**src/include/regex_params.svh**
```systemverilog
`ifndef REGEX_PARAMS_SVH
`define REGEX_PARAMS_SVH

// Scanner dimensions
`define REGEX_NUM_CAT 2
`define REGEX_KW_LEN 4
`define REGEX_STATE_W 3
`define REGEX_SID_W 6
`define REGEX_CNT_W 16

// Keywords, first byte in the top byte lane
`define REGEX_KW0 32'h4745_5420
`define REGEX_KW1 32'h776f_7721

// Wishbone word addresses
`define REGEX_WB_ADR_W 4
`define REGEX_ADDR_ENABLE 0
`define REGEX_ADDR_CLEAR 1
`define REGEX_ADDR_COUNT0 2

`endif

```
**src/hdl/regex_pkg.sv**
```systemverilog
`include "regex_params.svh"

package regex_pkg;

  // One byte of packet payload
  typedef logic [7:0] char_t;

  // Keyword bytes matched so far, 0 up to the keyword length
  typedef logic [`REGEX_STATE_W-1:0] dfa_state_t;

  // Flow identifier carried with pkt_start
  typedef logic [`REGEX_SID_W-1:0] stream_id_t;

  // Per-category packet match count
  typedef logic [`REGEX_CNT_W-1:0] count_t;

endpackage

```
**src/hdl/keyword_dfa.sv**
```systemverilog
`timescale 1ns/1ps

`include "regex_params.svh"

module keyword_dfa
  import regex_pkg::*;
#(
  parameter logic [8*`REGEX_KW_LEN-1:0] KEYWORD = `REGEX_KW0
)
(
  input  logic       clk,
  input  logic       rst_n,
  input  char_t      char_in,
  input  logic       char_vld,
  input  dfa_state_t state_in,
  input  logic       state_in_vld,
  output dfa_state_t state_out,
  output logic       accept_out
);

  localparam dfa_state_t FULL = dfa_state_t'(`REGEX_KW_LEN);

  dfa_state_t state_r;
  dfa_state_t base_state;
  dfa_state_t next_state;

  // Keyword byte expected after idx bytes have matched
  function automatic char_t kw_byte(input dfa_state_t idx);
    char_t b;
    b = '0;
    if (idx < FULL)
    begin
      b = KEYWORD[8*(`REGEX_KW_LEN-1-idx) +: 8];
    end
    return b;
  endfunction

  // Restored state takes effect before this cycle's character
  assign base_state = state_in_vld ? state_in : state_r;

  always_comb
  begin
    next_state = base_state;
    if (char_vld)
    begin
      // Advance on the expected byte, else fall back to first byte or idle
      if ((base_state < FULL) && (char_in == kw_byte(base_state)))
        next_state = base_state + dfa_state_t'(1);
      else if (char_in == kw_byte('0))
        next_state = dfa_state_t'(1);
      else
        next_state = '0;
    end
  end

  always_ff @(posedge clk)
  begin
    if (!rst_n)
      state_r <= '0;
    else
      state_r <= next_state;
  end

  assign state_out  = next_state;
  // Accept only on a real character completing the keyword
  assign accept_out = char_vld && (next_state == FULL);

endmodule

```
**src/hdl/regex_category.sv**
```systemverilog
`timescale 1ns/1ps

`include "regex_params.svh"

module regex_category
  import regex_pkg::*;
#(
  parameter logic [8*`REGEX_KW_LEN-1:0] KEYWORD = `REGEX_KW0
)
(
  input  logic       clk,
  input  logic       rst_n,
  input  logic       load_state,
  input  logic       new_stream_id,
  input  stream_id_t stream_id,
  input  char_t      char_in,
  input  logic       char_vld,
  input  logic       eop,
  input  logic       enable,
  input  logic       count_clr,
  output count_t     count,
  output logic       fired
);

  // Saved DFA state per stream
  dfa_state_t state_mem [0:(1<<`REGEX_SID_W)-1];

  // DFA input registers
  dfa_state_t state_in;
  logic       state_in_vld_r;
  char_t      char_in_r;
  logic       char_vld_r;

  // DFA outputs, raw and registered
  dfa_state_t state_out;
  logic       accept_out;
  dfa_state_t state_out_r;
  logic       accept_out_r;

  // eop lined up with the last registered DFA result
  logic [2:0] eop_dly;

  // Restore path, zero state for a stream not seen before
  always_ff @(posedge clk)
  begin
    if (load_state)
      state_in <= new_stream_id ? dfa_state_t'(0) : state_mem[stream_id];
    char_in_r   <= char_in;
    state_out_r <= state_out;
  end

  always_ff @(posedge clk)
  begin
    if (!rst_n)
    begin
      state_in_vld_r <= 1'b0;
      char_vld_r     <= 1'b0;
      accept_out_r   <= 1'b0;
      eop_dly        <= '0;
    end
    else
    begin
      state_in_vld_r <= load_state;
      char_vld_r     <= char_vld;
      accept_out_r   <= accept_out;
      eop_dly        <= {eop_dly[1:0], eop};
    end
  end

  keyword_dfa #(
    .KEYWORD (KEYWORD)
  ) u_dfa (
    .clk          (clk),
    .rst_n        (rst_n),
    .char_in      (char_in_r),
    .char_vld     (char_vld_r),
    .state_in     (state_in),
    .state_in_vld (state_in_vld_r),
    .state_out    (state_out),
    .accept_out   (accept_out)
  );

  // Sticky match flag and end-of-packet count update
  always_ff @(posedge clk)
  begin
    if (!rst_n)
    begin
      fired <= 1'b0;
      count <= '0;
    end
    else
    begin
      if (load_state)
        fired <= 1'b0;
      if (accept_out_r)
        fired <= 1'b1;
      if (eop_dly[2])
      begin
        if (enable)
          count <= count + count_t'(fired);
        else
          fired <= 1'b0;
      end
      // Bus clear wins over a same-cycle update
      if (count_clr)
        count <= '0;
    end
  end

  // Only an enabled category carries its state into the next packet
  always_ff @(posedge clk)
  begin
    if (eop_dly[2] && enable)
      state_mem[stream_id] <= state_out_r;
  end

  // Next packet must not start before the previous save is done
  assert property (@(posedge clk) disable iff (!rst_n) load_state |-> (eop_dly == '0));

  // No byte in the pkt_start cycle, it would beat the restored state
  assert property (@(posedge clk) disable iff (!rst_n) !(char_vld_r && load_state));

endmodule

```
**src/hdl/stream_tracker.sv**
```systemverilog
`timescale 1ns/1ps

`include "regex_params.svh"

module stream_tracker
  import regex_pkg::*;
(
  input  logic       clk,
  input  logic       rst_n,
  input  logic       pkt_start,
  input  stream_id_t stream_id,
  input  logic       table_clr,
  output logic       load_state,
  output logic       new_stream_id,
  output stream_id_t stream_id_r
);

  // One bit per stream id, set once a packet of that id is seen
  logic [(1<<`REGEX_SID_W)-1:0] seen;

  always_ff @(posedge clk)
  begin
    if (!rst_n)
    begin
      seen       <= '0;
      load_state <= 1'b0;
    end
    else
    begin
      load_state <= pkt_start;
      if (table_clr)
        seen <= '0;
      // Marking after the clear keeps a same-cycle start tracked
      if (pkt_start)
        seen[stream_id] <= 1'b1;
    end
  end

  // Id held for the whole packet, categories save under it at eop
  always_ff @(posedge clk)
  begin
    if (pkt_start)
    begin
      stream_id_r   <= stream_id;
      new_stream_id <= table_clr || !seen[stream_id];
    end
  end

endmodule

```
**src/hdl/regex_wb_regs.sv**
```systemverilog
`timescale 1ns/1ps

`include "regex_params.svh"

module regex_wb_regs
  import regex_pkg::*;
(
  input  logic                           clk,
  input  logic                           rst_n,
  input  logic                           wb_cyc,
  input  logic                           wb_stb,
  input  logic                           wb_we,
  input  logic [`REGEX_WB_ADR_W-1:0]     wb_adr,
  input  logic [31:0]                    wb_dat_i,
  input  logic [3:0]                     wb_sel,
  output logic [31:0]                    wb_dat_o,
  output logic                           wb_ack,
  input  count_t [`REGEX_NUM_CAT-1:0]    counts,
  output logic [`REGEX_NUM_CAT-1:0]      enable,
  output logic                           table_clr,
  output logic                           count_clr
);

  logic        access;
  logic [31:0] rd_data;

  // New access only while ack is low, so each takes two cycles
  assign access = wb_cyc && wb_stb && !wb_ack;

  // Read mux returns zero for unmapped words
  always_comb
  begin
    rd_data = '0;
    if (wb_adr == `REGEX_WB_ADR_W'(`REGEX_ADDR_ENABLE))
      rd_data = 32'(enable);
    for (int c = 0; c < `REGEX_NUM_CAT; c++)
    begin
      if (wb_adr == `REGEX_WB_ADR_W'(`REGEX_ADDR_COUNT0 + c))
        rd_data = 32'(counts[c]);
    end
  end

  always_ff @(posedge clk)
  begin
    if (!rst_n)
    begin
      wb_ack    <= 1'b0;
      enable    <= '0;
      table_clr <= 1'b0;
      count_clr <= 1'b0;
    end
    else
    begin
      wb_ack    <= access;
      // Clears are single-cycle strobes
      table_clr <= 1'b0;
      count_clr <= 1'b0;
      if (access && wb_we && wb_sel[0])
      begin
        if (wb_adr == `REGEX_WB_ADR_W'(`REGEX_ADDR_ENABLE))
          enable <= wb_dat_i[`REGEX_NUM_CAT-1:0];
        if (wb_adr == `REGEX_WB_ADR_W'(`REGEX_ADDR_CLEAR))
        begin
          table_clr <= wb_dat_i[0];
          count_clr <= wb_dat_i[1];
        end
      end
    end
  end

  // Read data captured with the ack
  always_ff @(posedge clk)
  begin
    if (access)
      wb_dat_o <= rd_data;
  end

  // Strobe from the master is only valid inside a bus cycle
  assert property (@(posedge clk) disable iff (!rst_n) wb_stb |-> wb_cyc);

endmodule

```
**src/hdl/regex_scan_top.sv**
```systemverilog
`timescale 1ns/1ps

`include "regex_params.svh"

module regex_scan_top
  import regex_pkg::*;
(
  input  logic                         clk,
  input  logic                         rst_n,
  input  logic                         pkt_start,
  input  stream_id_t                   stream_id,
  input  logic                         char_vld,
  input  char_t                        char_in,
  input  logic                         eop,
  input  logic                         wb_cyc,
  input  logic                         wb_stb,
  input  logic                         wb_we,
  input  logic [`REGEX_WB_ADR_W-1:0]   wb_adr,
  input  logic [31:0]                  wb_dat_i,
  input  logic [3:0]                   wb_sel,
  output logic [31:0]                  wb_dat_o,
  output logic                         wb_ack,
  output logic [`REGEX_NUM_CAT-1:0]    fired
);

  // Keyword of category c sits in lane c
  localparam logic [32*`REGEX_NUM_CAT-1:0] KW_TABLE = {`REGEX_KW1, `REGEX_KW0};

  logic                         load_state;
  logic                         new_stream_id;
  stream_id_t                   stream_id_r;
  logic                         table_clr;
  logic                         count_clr;
  logic [`REGEX_NUM_CAT-1:0]    enable;
  count_t [`REGEX_NUM_CAT-1:0]  counts;

  stream_tracker u_tracker (
    .clk           (clk),
    .rst_n         (rst_n),
    .pkt_start     (pkt_start),
    .stream_id     (stream_id),
    .table_clr     (table_clr),
    .load_state    (load_state),
    .new_stream_id (new_stream_id),
    .stream_id_r   (stream_id_r)
  );

  // All categories scan the same byte stream
  for (genvar gi = 0; gi < `REGEX_NUM_CAT; gi++)
  begin : g_cat
    regex_category #(
      .KEYWORD (KW_TABLE[32*gi +: 32])
    ) u_cat (
      .clk           (clk),
      .rst_n         (rst_n),
      .load_state    (load_state),
      .new_stream_id (new_stream_id),
      .stream_id     (stream_id_r),
      .char_in       (char_in),
      .char_vld      (char_vld),
      .eop           (eop),
      .enable        (enable[gi]),
      .count_clr     (count_clr),
      .count         (counts[gi]),
      .fired         (fired[gi])
    );
  end

  regex_wb_regs u_regs (
    .clk       (clk),
    .rst_n     (rst_n),
    .wb_cyc    (wb_cyc),
    .wb_stb    (wb_stb),
    .wb_we     (wb_we),
    .wb_adr    (wb_adr),
    .wb_dat_i  (wb_dat_i),
    .wb_sel    (wb_sel),
    .wb_dat_o  (wb_dat_o),
    .wb_ack    (wb_ack),
    .counts    (counts),
    .enable    (enable),
    .table_clr (table_clr),
    .count_clr (count_clr)
  );

endmodule

```
**config.mk**
```make
export PLATFORM = sky130hd
export DESIGN_NAME = regex_scan_top
export DESIGN_NICKNAME = d
export VERILOG_FILES = /design/src/hdl/regex_pkg.sv /design/src/hdl/keyword_dfa.sv /design/src/hdl/regex_category.sv /design/src/hdl/stream_tracker.sv /design/src/hdl/regex_wb_regs.sv /design/src/hdl/regex_scan_top.sv
export VERILOG_INCLUDE_DIRS = /design/src /design/src/include
export SDC_FILE = /design/constraint.sdc
export NUM_CORES = 1
export LEC_CHECK = 0
export BUFFER_PORTS_ARGS = -buffer_cell sky130_fd_sc_hd__buf_2
export CAP_MARGIN = 20
export CORE_ASPECT_RATIO = 0.75
export CORE_MARGIN = 2
export CORE_UTILIZATION = 38
export DETAILED_ROUTE_END_ITERATION = 10
export GPL_TIMING_DRIVEN = 1
export SETUP_SLACK_MARGIN = 0.02
export SLEW_MARGIN = 10
export SYNTH_ARGS = -nofsm -noshare
export SYNTH_HDL_FRONTEND = slang
export SYNTH_SLANG_ARGS = --single-unit
```
**constraint.sdc**
```tcl
create_clock -name clk -period 2 [get_ports clk]
set_input_delay 0.2 -clock clk [delete_from_list [all_inputs] [get_ports clk]]
set_output_delay 0.2 -clock clk [all_outputs]
set_load 0.02 [all_outputs]
```
==> impl_metrics.env, run 1 <==
export IMPL_synthArstFlopShare=0
export IMPL_design_power_total_uw=25000
export IMPL_syn2layout_area_growth_pct=28.6
export IMPL_synth_warnings=0
export IMPL_hp_start="wb_adr[1]"
export IMPL_vias_per_cell=5.55
export IMPL_fin_nets=2066
export IMPL_setup_worst_path_start_class="flip-flop"
export IMPL_tightestPinTransition_ps=642
export IMPL_insertion_delay_ps=610
export IMPL_crit_fanout=11
export IMPL_finalCritPeriodShare=1.14
export IMPL_worst_setup_path_end_kind="flip-flop"
export IMPL_dpl_cell_area_sq_um=25300
export IMPL_core_area_sq_um=58700
export IMPL_synth_cell_types=68
export IMPL_final_hold_viol_count=0
export IMPL_status="finished with violations"
export IMPL_overflow=0
export IMPL_start_util=0.383
export IMPL_synth_edff_count=413
export IMPL_maxSlewViolCount=0
export IMPL_skew_ps=20.4
export IMPL_synthDominantCellAreaShare=0.552
export IMPL_io_pins=97
export IMPL_gp_congestion=0.878
export IMPL_drc=0
export IMPL_ant_nets=0
export IMPL_whs_path_depth=3
export IMPL_dp_hpwl_um=42000
export IMPL_hold_path_endpoint="u_regs.wb_dat_o[0]"
export IMPL_num_rows=77
export IMPL_fmaxAchievable_mhz=438
export IMPL_ys_flop_type="edfxtp_1"
export IMPL_synth_area_leaders="edfxtp_1 (55%), dfxtp_1 (12%), nor2_1 (5.2%)"
export IMPL_violations="setup timing"
export IMPL_crit_type="reg -> reg"
export IMPL_fin_area_sq_um=28900
export IMPL_cts_tree="done"
export IMPL_r2r_end="g_cat[1].u_cat.state_in[1]"
export IMPL_drtIter0Drc=1714
export IMPL_vias=15700
export IMPL_fillers=4911
export IMPL_timing_rr_start="u_tracker.stream_id_r[2]"
export IMPL_drt_wirelength_per_cell_um=22.6
export IMPL_worstPathArrival_ps=2610
export IMPL_clk_pin_slew_ps=60
export IMPL_avgSynthCellArea_sq_um=13.2
export IMPL_cts_root_buf="clkbuf_16"
export IMPL_yosysTopAreaCell="edfxtp_1"
export IMPL_cts_buffers=54
export IMPL_final_min_clock_period_ps=2280
export IMPL_finalSetupTns_ps=-1620
export IMPL_wl_um=63900
export IMPL_grt_pass1_vias=15000
export IMPL_clockBufferDepth=3
export IMPL_worstHoldPathType="in -> reg"
export IMPL_grt_start_max_net_pins=67
export IMPL_vdd_drop_max_uv=617
export IMPL_dieHeight_um=215
export IMPL_grt_pass1_wl_um=95100
export IMPL_die_x_um=285
export IMPL_cp_required_ps=2320
export IMPL_port_buffers=47
export IMPL_syn_cell_area_sq_um=22500
export IMPL_grt_use_total=0.204
export IMPL_htreeDepth=2
export IMPL_r2r_cells=7
export IMPL_maxCapViolCount=0
export IMPL_antenna_found_initial=1
export IMPL_grt_setup_unrepaired="true"
export IMPL_die_area_sq_um=61100
export IMPL_slew_headroom=0.571
export IMPL_synthCells=1705
export IMPL_fin_cells=2830
export IMPL_setup_viol=6
export IMPL_setup_ws_ps=-283
export IMPL_power_per_cell_area_nw_per_um2=866
export IMPL_utilization=0.493
export IMPL_clkSinkCount=544
export IMPL_p_leak_uw=0.00986
export IMPL_ys_seq_area_frac=0.669
export IMPL_firstDrtPassIters=5
export IMPL_ys_ff_latch=544
export IMPL_dpl_cell_count=2674
export IMPL_regToRegSetupSlack_ps=-280
export IMPL_final_layout_size_suffix_gt1_frac=0.345
synthesized netlist by cell type, drive strengths merged, types with 10 or more instances:
| master | n |
|---|---|
| a211oi | 14 |
| a21oi | 109 |
| a221oi | 28 |
| a22o | 17 |
| a22oi | 20 |
| and2 | 16 |
| and3 | 10 |
| buf | 60 |
| clkbuf | 55 |
| dfxtp | 131 |
| edfxtp | 413 |
| inv | 16 |
| mux2 | 40 |
| mux2i | 57 |
| mux4 | 42 |
| nand2 | 91 |
| nand3 | 27 |
| nand4 | 14 |
| nor2 | 314 |
| nor2b | 15 |
| nor3 | 13 |
| nor4 | 11 |
| o21ai | 28 |
| o22ai | 13 |
| o2bb2ai | 11 |
| or3 | 11 |
| xnor2 | 12 |
| xor2 | 10 |
power breakdown:
part	total (uW)	internal [uW]	switching (uW)
logic	2420	1030	1380
clock network	10300	6010	4300
registers	12300	12200	86.0
area by class of cell:
type                            count  area (sq um)  area share
Antenna cell                        1          2.50   0.0000866
Clock buffer                       72          1500      0.0519
Clock inverter                     25           272     0.00940
Inverter                           18          72.6     0.00251
Multi-Input combinational cell   1043          7930       0.275
Sequential cell                   544         15000       0.520
Tap cell                          790           988      0.0342
Timing Repair Buffer              337          3090       0.107
critical path, cell delays in order (launching register included):
cell and delay (ps):
edfxtp_1 410, buf_12 180, buf_12 140, nor2b_4 150, a221o_1 360, a222oi_1 370
o22a_1 270, a41oi_1 130
registers in the layout, summed over array words and instances, names as in the netlist, 2 cells and up:
name	cells
g_cat.u_cat.eop_dly	3
g_cat.u_cat.u_dfa.state_r	6
g_cat.u_cat.count	32
g_cat.u_cat.accept_out_r	2
u_regs.enable	2
g_cat.u_cat.state_out_r	6
u_regs.wb_dat_o	16
g_cat.u_cat.state_in	6
g_cat.u_cat.fired	2
u_tracker.stream_id_r	6
u_tracker.seen	64
g_cat.u_cat.char_in_r	8
g_cat.u_cat.state_mem	384
worst max path at each step:
stage	from	endpoint	slack (ps)	depth (start not counted)
after floorplan	u_tracker.stream_id_r[0]	g_cat[0].u_cat.state_mem[35][0]	30	7
after global placement	u_tracker.stream_id_r[4]	g_cat[1].u_cat.state_mem[20][0]	-390	4
after detailed placement	u_tracker.stream_id_r[0]	g_cat[0].u_cat.state_in[0]	-410	7
after CTS	u_tracker.stream_id_r[0]	g_cat[0].u_cat.state_in[2]	-260	8
after global routing	u_tracker.stream_id_r[2]	g_cat[1].u_cat.state_in[1]	-340	7
final	u_tracker.stream_id_r[2]	g_cat[1].u_cat.state_in[1]	-280	7
routing by layer:
| metal | share of wire | wire [um] | vias to the layer above | global-route usage |
|---|---|---|---|---|
| met5 | 0 | 0 | - | 0 |
| met1 | 0.45 | 28800 | 7863 | 0.312 |
| li1 | - | - | 7007 | - |
| met2 | 0.43 | 27200 | 741 | 0.288 |
| met3 | 0.097 | 6220 | 104 | 0.0456 |
| met4 | 0.027 | 1750 | 0 | 0.0614 |
cell families after synthesis:
family / share of synthesized area
muxes: 0.0879
and+or+nand+nor: 0.112
xor gates and xnor gates: 0.00858
buffers and inverters: 0.0285
other: 0.000167
DFF: 0.669
AOI/OAI and AO/OA: 0.0910
adders and majority gates: 0.00334
placed cells by master, fill, tap and decap left out, types with 12 or more instances in the layout:
cell type	count
and2_1	13
inv_1	12
mux2_2	39
a221oi_2	12
nand4_1	14
o21ai_0	20
conb_1	16
nand3_1	23
mux2i_1	51
edfxtp_1	413
clkbuf_16	57
a221oi_1	12
buf_12	31
mux4_2	42
buf_4	198
dlygate4sd3_1	23
nor2_4	47
nor2_2	66
buf_2	47
xnor2_1	12
a21oi_1	102
a22oi_1	17
a22o_1	17
dfxtp_1	124
nand2_1	79
nor2_1	201
buf_6	29
per-stage QoR:
stage,setup WS [ps],hold slack [ps]
floorplan,27.2,228
global placement,-393,304
detailed placement,-406,304
CTS,-260,43.9
global route,-344,83.3
finish,-283,89.8
what timing repair did:
item | in CTS | in global routing
endpoints found under the hold margin | 26 | 0
resized for setup | 209 | 129
cloned | 2 | 2
endpoints found under the setup margin | 274 | 362
buffers inserted | 12 | 20
pin swaps | 20 | 25
hold buffers | 23 | 0
Power figures use the tool's default switching activity.
==> run 2, diff against run 1 <==
- SYNTH_HIERARCHICAL: not set -> 1
==> impl_metrics.env, run 2 <==
export IMPL_status="finished with violations"
export IMPL_violations="setup timing"
export IMPL_synth_top_family_by_area="compound AO/OA/AOI/OAI gates"
export IMPL_regMostFlops="g_cat.u_cat/state_mem"
export IMPL_grt_start_max_net_pins=72
export IMPL_drc=0
export IMPL_largest_reg_flops=384
export IMPL_crit_fanout=21
export IMPL_cp_slowest_stage_delay_ps=410
export IMPL_synth_xor_area_frac=0.00791
export IMPL_wl_um=57400
export IMPL_tightestPinTransition_ps=711
export IMPL_syn_cell_area_sq_um=23300
export IMPL_maxSlewViolCount=0
export IMPL_vias_per_cell=5.43
export IMPL_finalCritPeriodShare=1.06
export IMPL_grt_use_total=0.180
export IMPL_synthAdderAreaFrac=0.00323
export IMPL_io_pins=97
export IMPL_r2r_end="g_cat[1].u_cat/state_in[2]"
export IMPL_overflow=0
export IMPL_fillers=5281
export IMPL_synthArstFlopShare=0
export IMPL_synth_compound_area_share=0.119
export IMPL_worst_setup_path_end_kind="flip-flop"
export IMPL_multi_input_area_sq_um=7730
export IMPL_synth_warnings=6
export IMPL_grt_setup_unrepaired="true"
export IMPL_critical_path_cell_chain="buf_12, buf_12, nor2_4, buf_6, buf_12, o211ai_1, o221a_2, o22a_2, a41oi_4"
export IMPL_synth_edff_count=413
export IMPL_regToRegSetupSlack_ps=-120
export IMPL_firstDrtPassIters=5
export IMPL_start_util=0.384
export IMPL_fmaxAchievable_mhz=471
export IMPL_drt_wirelength_per_cell_um=20.7
export IMPL_final_layout_size_suffix_gt1_frac=0.257
export IMPL_gp_congestion=0.823
export IMPL_yosysMostFrequentCell="edfxtp_1"
export IMPL_power_per_cell_area_nw_per_um2=885
export IMPL_avgSynthCellArea_sq_um=13.6
export IMPL_synth_cell_types=87
export IMPL_crit_path_top_delay_cell="edfxtp_1"
export IMPL_maxCapViolCount=0
export IMPL_ys_flop_type="edfxtp_1"
export IMPL_skew_ps=28.3
export IMPL_cp_required_ps=2440
export IMPL_core_area_sq_um=60500
export IMPL_ant_nets=0
export IMPL_crit_family="compound AO/OA/AOI/OAI gates"
export IMPL_ys_ff_latch=557
export IMPL_cts_root_buf="clkbuf_16"
export IMPL_worstPathArrival_ps=2560
export IMPL_hold_slack_ps=76.0
export IMPL_seq_area_sq_um=15300
export IMPL_clockBufferDepth=3
export IMPL_insertion_delay_ps=620
export IMPL_cts_tree="done"
export IMPL_clkSinkCount=557
export IMPL_synthDominantCellAreaShare=0.533
export IMPL_drtIter0Drc=1410
export IMPL_yosysTopAreaCell="edfxtp_1"
export IMPL_vias=15100
export IMPL_final_common_cell="edfxtp_1"
export IMPL_cts_buffers=55
export IMPL_vdd_drop_max_uv=633
export IMPL_antenna_found_initial=5
export IMPL_path_buf_inv=4
export IMPL_die_x_um=290
export IMPL_setup_worst_path_start_class="flip-flop"
export IMPL_r2r_cells=9
export IMPL_port_buffers=47
export IMPL_slew_headroom=0.526
export IMPL_die_area_sq_um=63200
export IMPL_hp_start="pkt_start"
export IMPL_ys_seq_area_frac=0.657
export IMPL_hold_path_endpoint="u_tracker/new_stream_id"
export IMPL_final_hold_viol_count=0
export IMPL_clk_pin_slew_ps=60
export IMPL_cpMostUsedCell="buf_12"
export IMPL_syn2layout_area_growth_pct=22.0
export IMPL_grt_pass1_vias=15000
export IMPL_worstHoldPathType="in -> reg"
export IMPL_setup_viol=10
export IMPL_synth_simple_area_share=0.112
export IMPL_crit_type="reg -> reg"
export IMPL_grt_pass1_wl_um=88100
export IMPL_synth_area_leaders="edfxtp_1 (53%), dfxtp_1 (12%), mux2i_1 (4.6%)"
export IMPL_synth_area_mux_share=0.0625
export IMPL_design_power_total_uw=25100
export IMPL_num_rows=78
export IMPL_final_cell_mix="edfxtp_1 (413), buf_4 (144), dfxtp_1 (136)"
export IMPL_dp_hpwl_um=37300
export IMPL_post_synth_most_frequent_cells="edfxtp_1 (413), nor2_1 (191), dfxtp_1 (144)"
export IMPL_htreeDepth=2
export IMPL_setup_ws_ps=-123
export IMPL_final_min_clock_period_ps=2120
export IMPL_synthCells=1716
export IMPL_reg_largest_list="g_cat.u_cat/state_mem x384, u_tracker/seen x64, g_cat.u_cat/count x32"
export IMPL_dieHeight_um=218
export IMPL_timing_rr_start="u_tracker/stream_id_r[1]"
export IMPL_fin_nets=1996
export IMPL_p_leak_uw=0.00979
export IMPL_whs_path_depth=2
[run 2: logic make-up (layout without fill, tap and decap cells)]
logic type,count (synthesis),in the layout
XOR/XNOR,21,21
multiplexers,125,125
AND/OR/NAND/NOR,498,500
AO/OA/AOI/OAI,356,356
flip-flops,557,557
buffers and inverters,152,394
other,1,18
adder cells (fa/ha/maj),6,6
[run 2: timing repair]
item	CTS	global route
hold buffers	17	0
pin swaps	13	13
buffers inserted	4	0
setup endpoints to repair	142	280
endpoints found under the hold margin	26	0
gates resized for setup	65	104
cloned	1	1
[run 2: stage by stage]
stage               setup slack, ps  instance area, sq um  utilization  setup TNS (ps)  instances
floorplan                       120                 23300            -               0       1731
global placement               -365                 25700        0.424           -1650       2648
detailed placement             -299                 25700        0.424           -4740       2648
CTS                            -149                 27900        0.462            -517       2774
global route                   -183                 28400        0.469           -1450       2775
finish                         -123                 28400        0.469            -570       2777
[run 2: routing by layer]
metal  vias up  track usage  part of all wire
met4         0       0.0538             0.023
met2       460        0.263              0.43
met1      7550        0.270              0.48
met3        93       0.0355             0.068
li1       6984            -                 -
met5         -            0                 0
[run 2: where the power goes]
group	leakage, uW	internal, uW	total, uW	switching (uW)
Combinational	0.00384	869	2050	1180
Sequential	0.00505	12500	12500	68.6
Clock	0.000905	6110	10500	4430
[run 2: cell type report]
type	count	share of cell area
clock inverter	28	0.0101
sequential	557	0.539
antenna	2	0.000176
inverter	32	0.00472
tap	800	0.0353
clock buffer	76	0.0550
timing repair buffer	258	0.0827
multi-input combinational	1024	0.273
[run 2: worst max path at each step]
stage                        startpoint                          to  cells past startpoint
2_1_floorplan  u_tracker/stream_id_r[1]  g_cat[0].u_cat/state_in[0]                      8
3_3_place_gp   u_tracker/stream_id_r[1]  g_cat[1].u_cat/state_in[2]                      6
3_5_place_dp   u_tracker/stream_id_r[1]  g_cat[1].u_cat/state_in[2]                      6
4_1_cts        u_tracker/stream_id_r[1]  g_cat[1].u_cat/state_in[2]                      9
5_1_grt        u_tracker/stream_id_r[1]  g_cat[1].u_cat/state_in[2]                      7
6_report       u_tracker/stream_id_r[1]  g_cat[1].u_cat/state_in[2]                      9
[run 2: worst register-to-register path, delay by kind of cell, from the launching register on]
family / cells / cell delay (ps)
compound gates: 4 / 730
simple gates: 1 / 150
buf+inv: 4 / 640
flops: 1 / 410
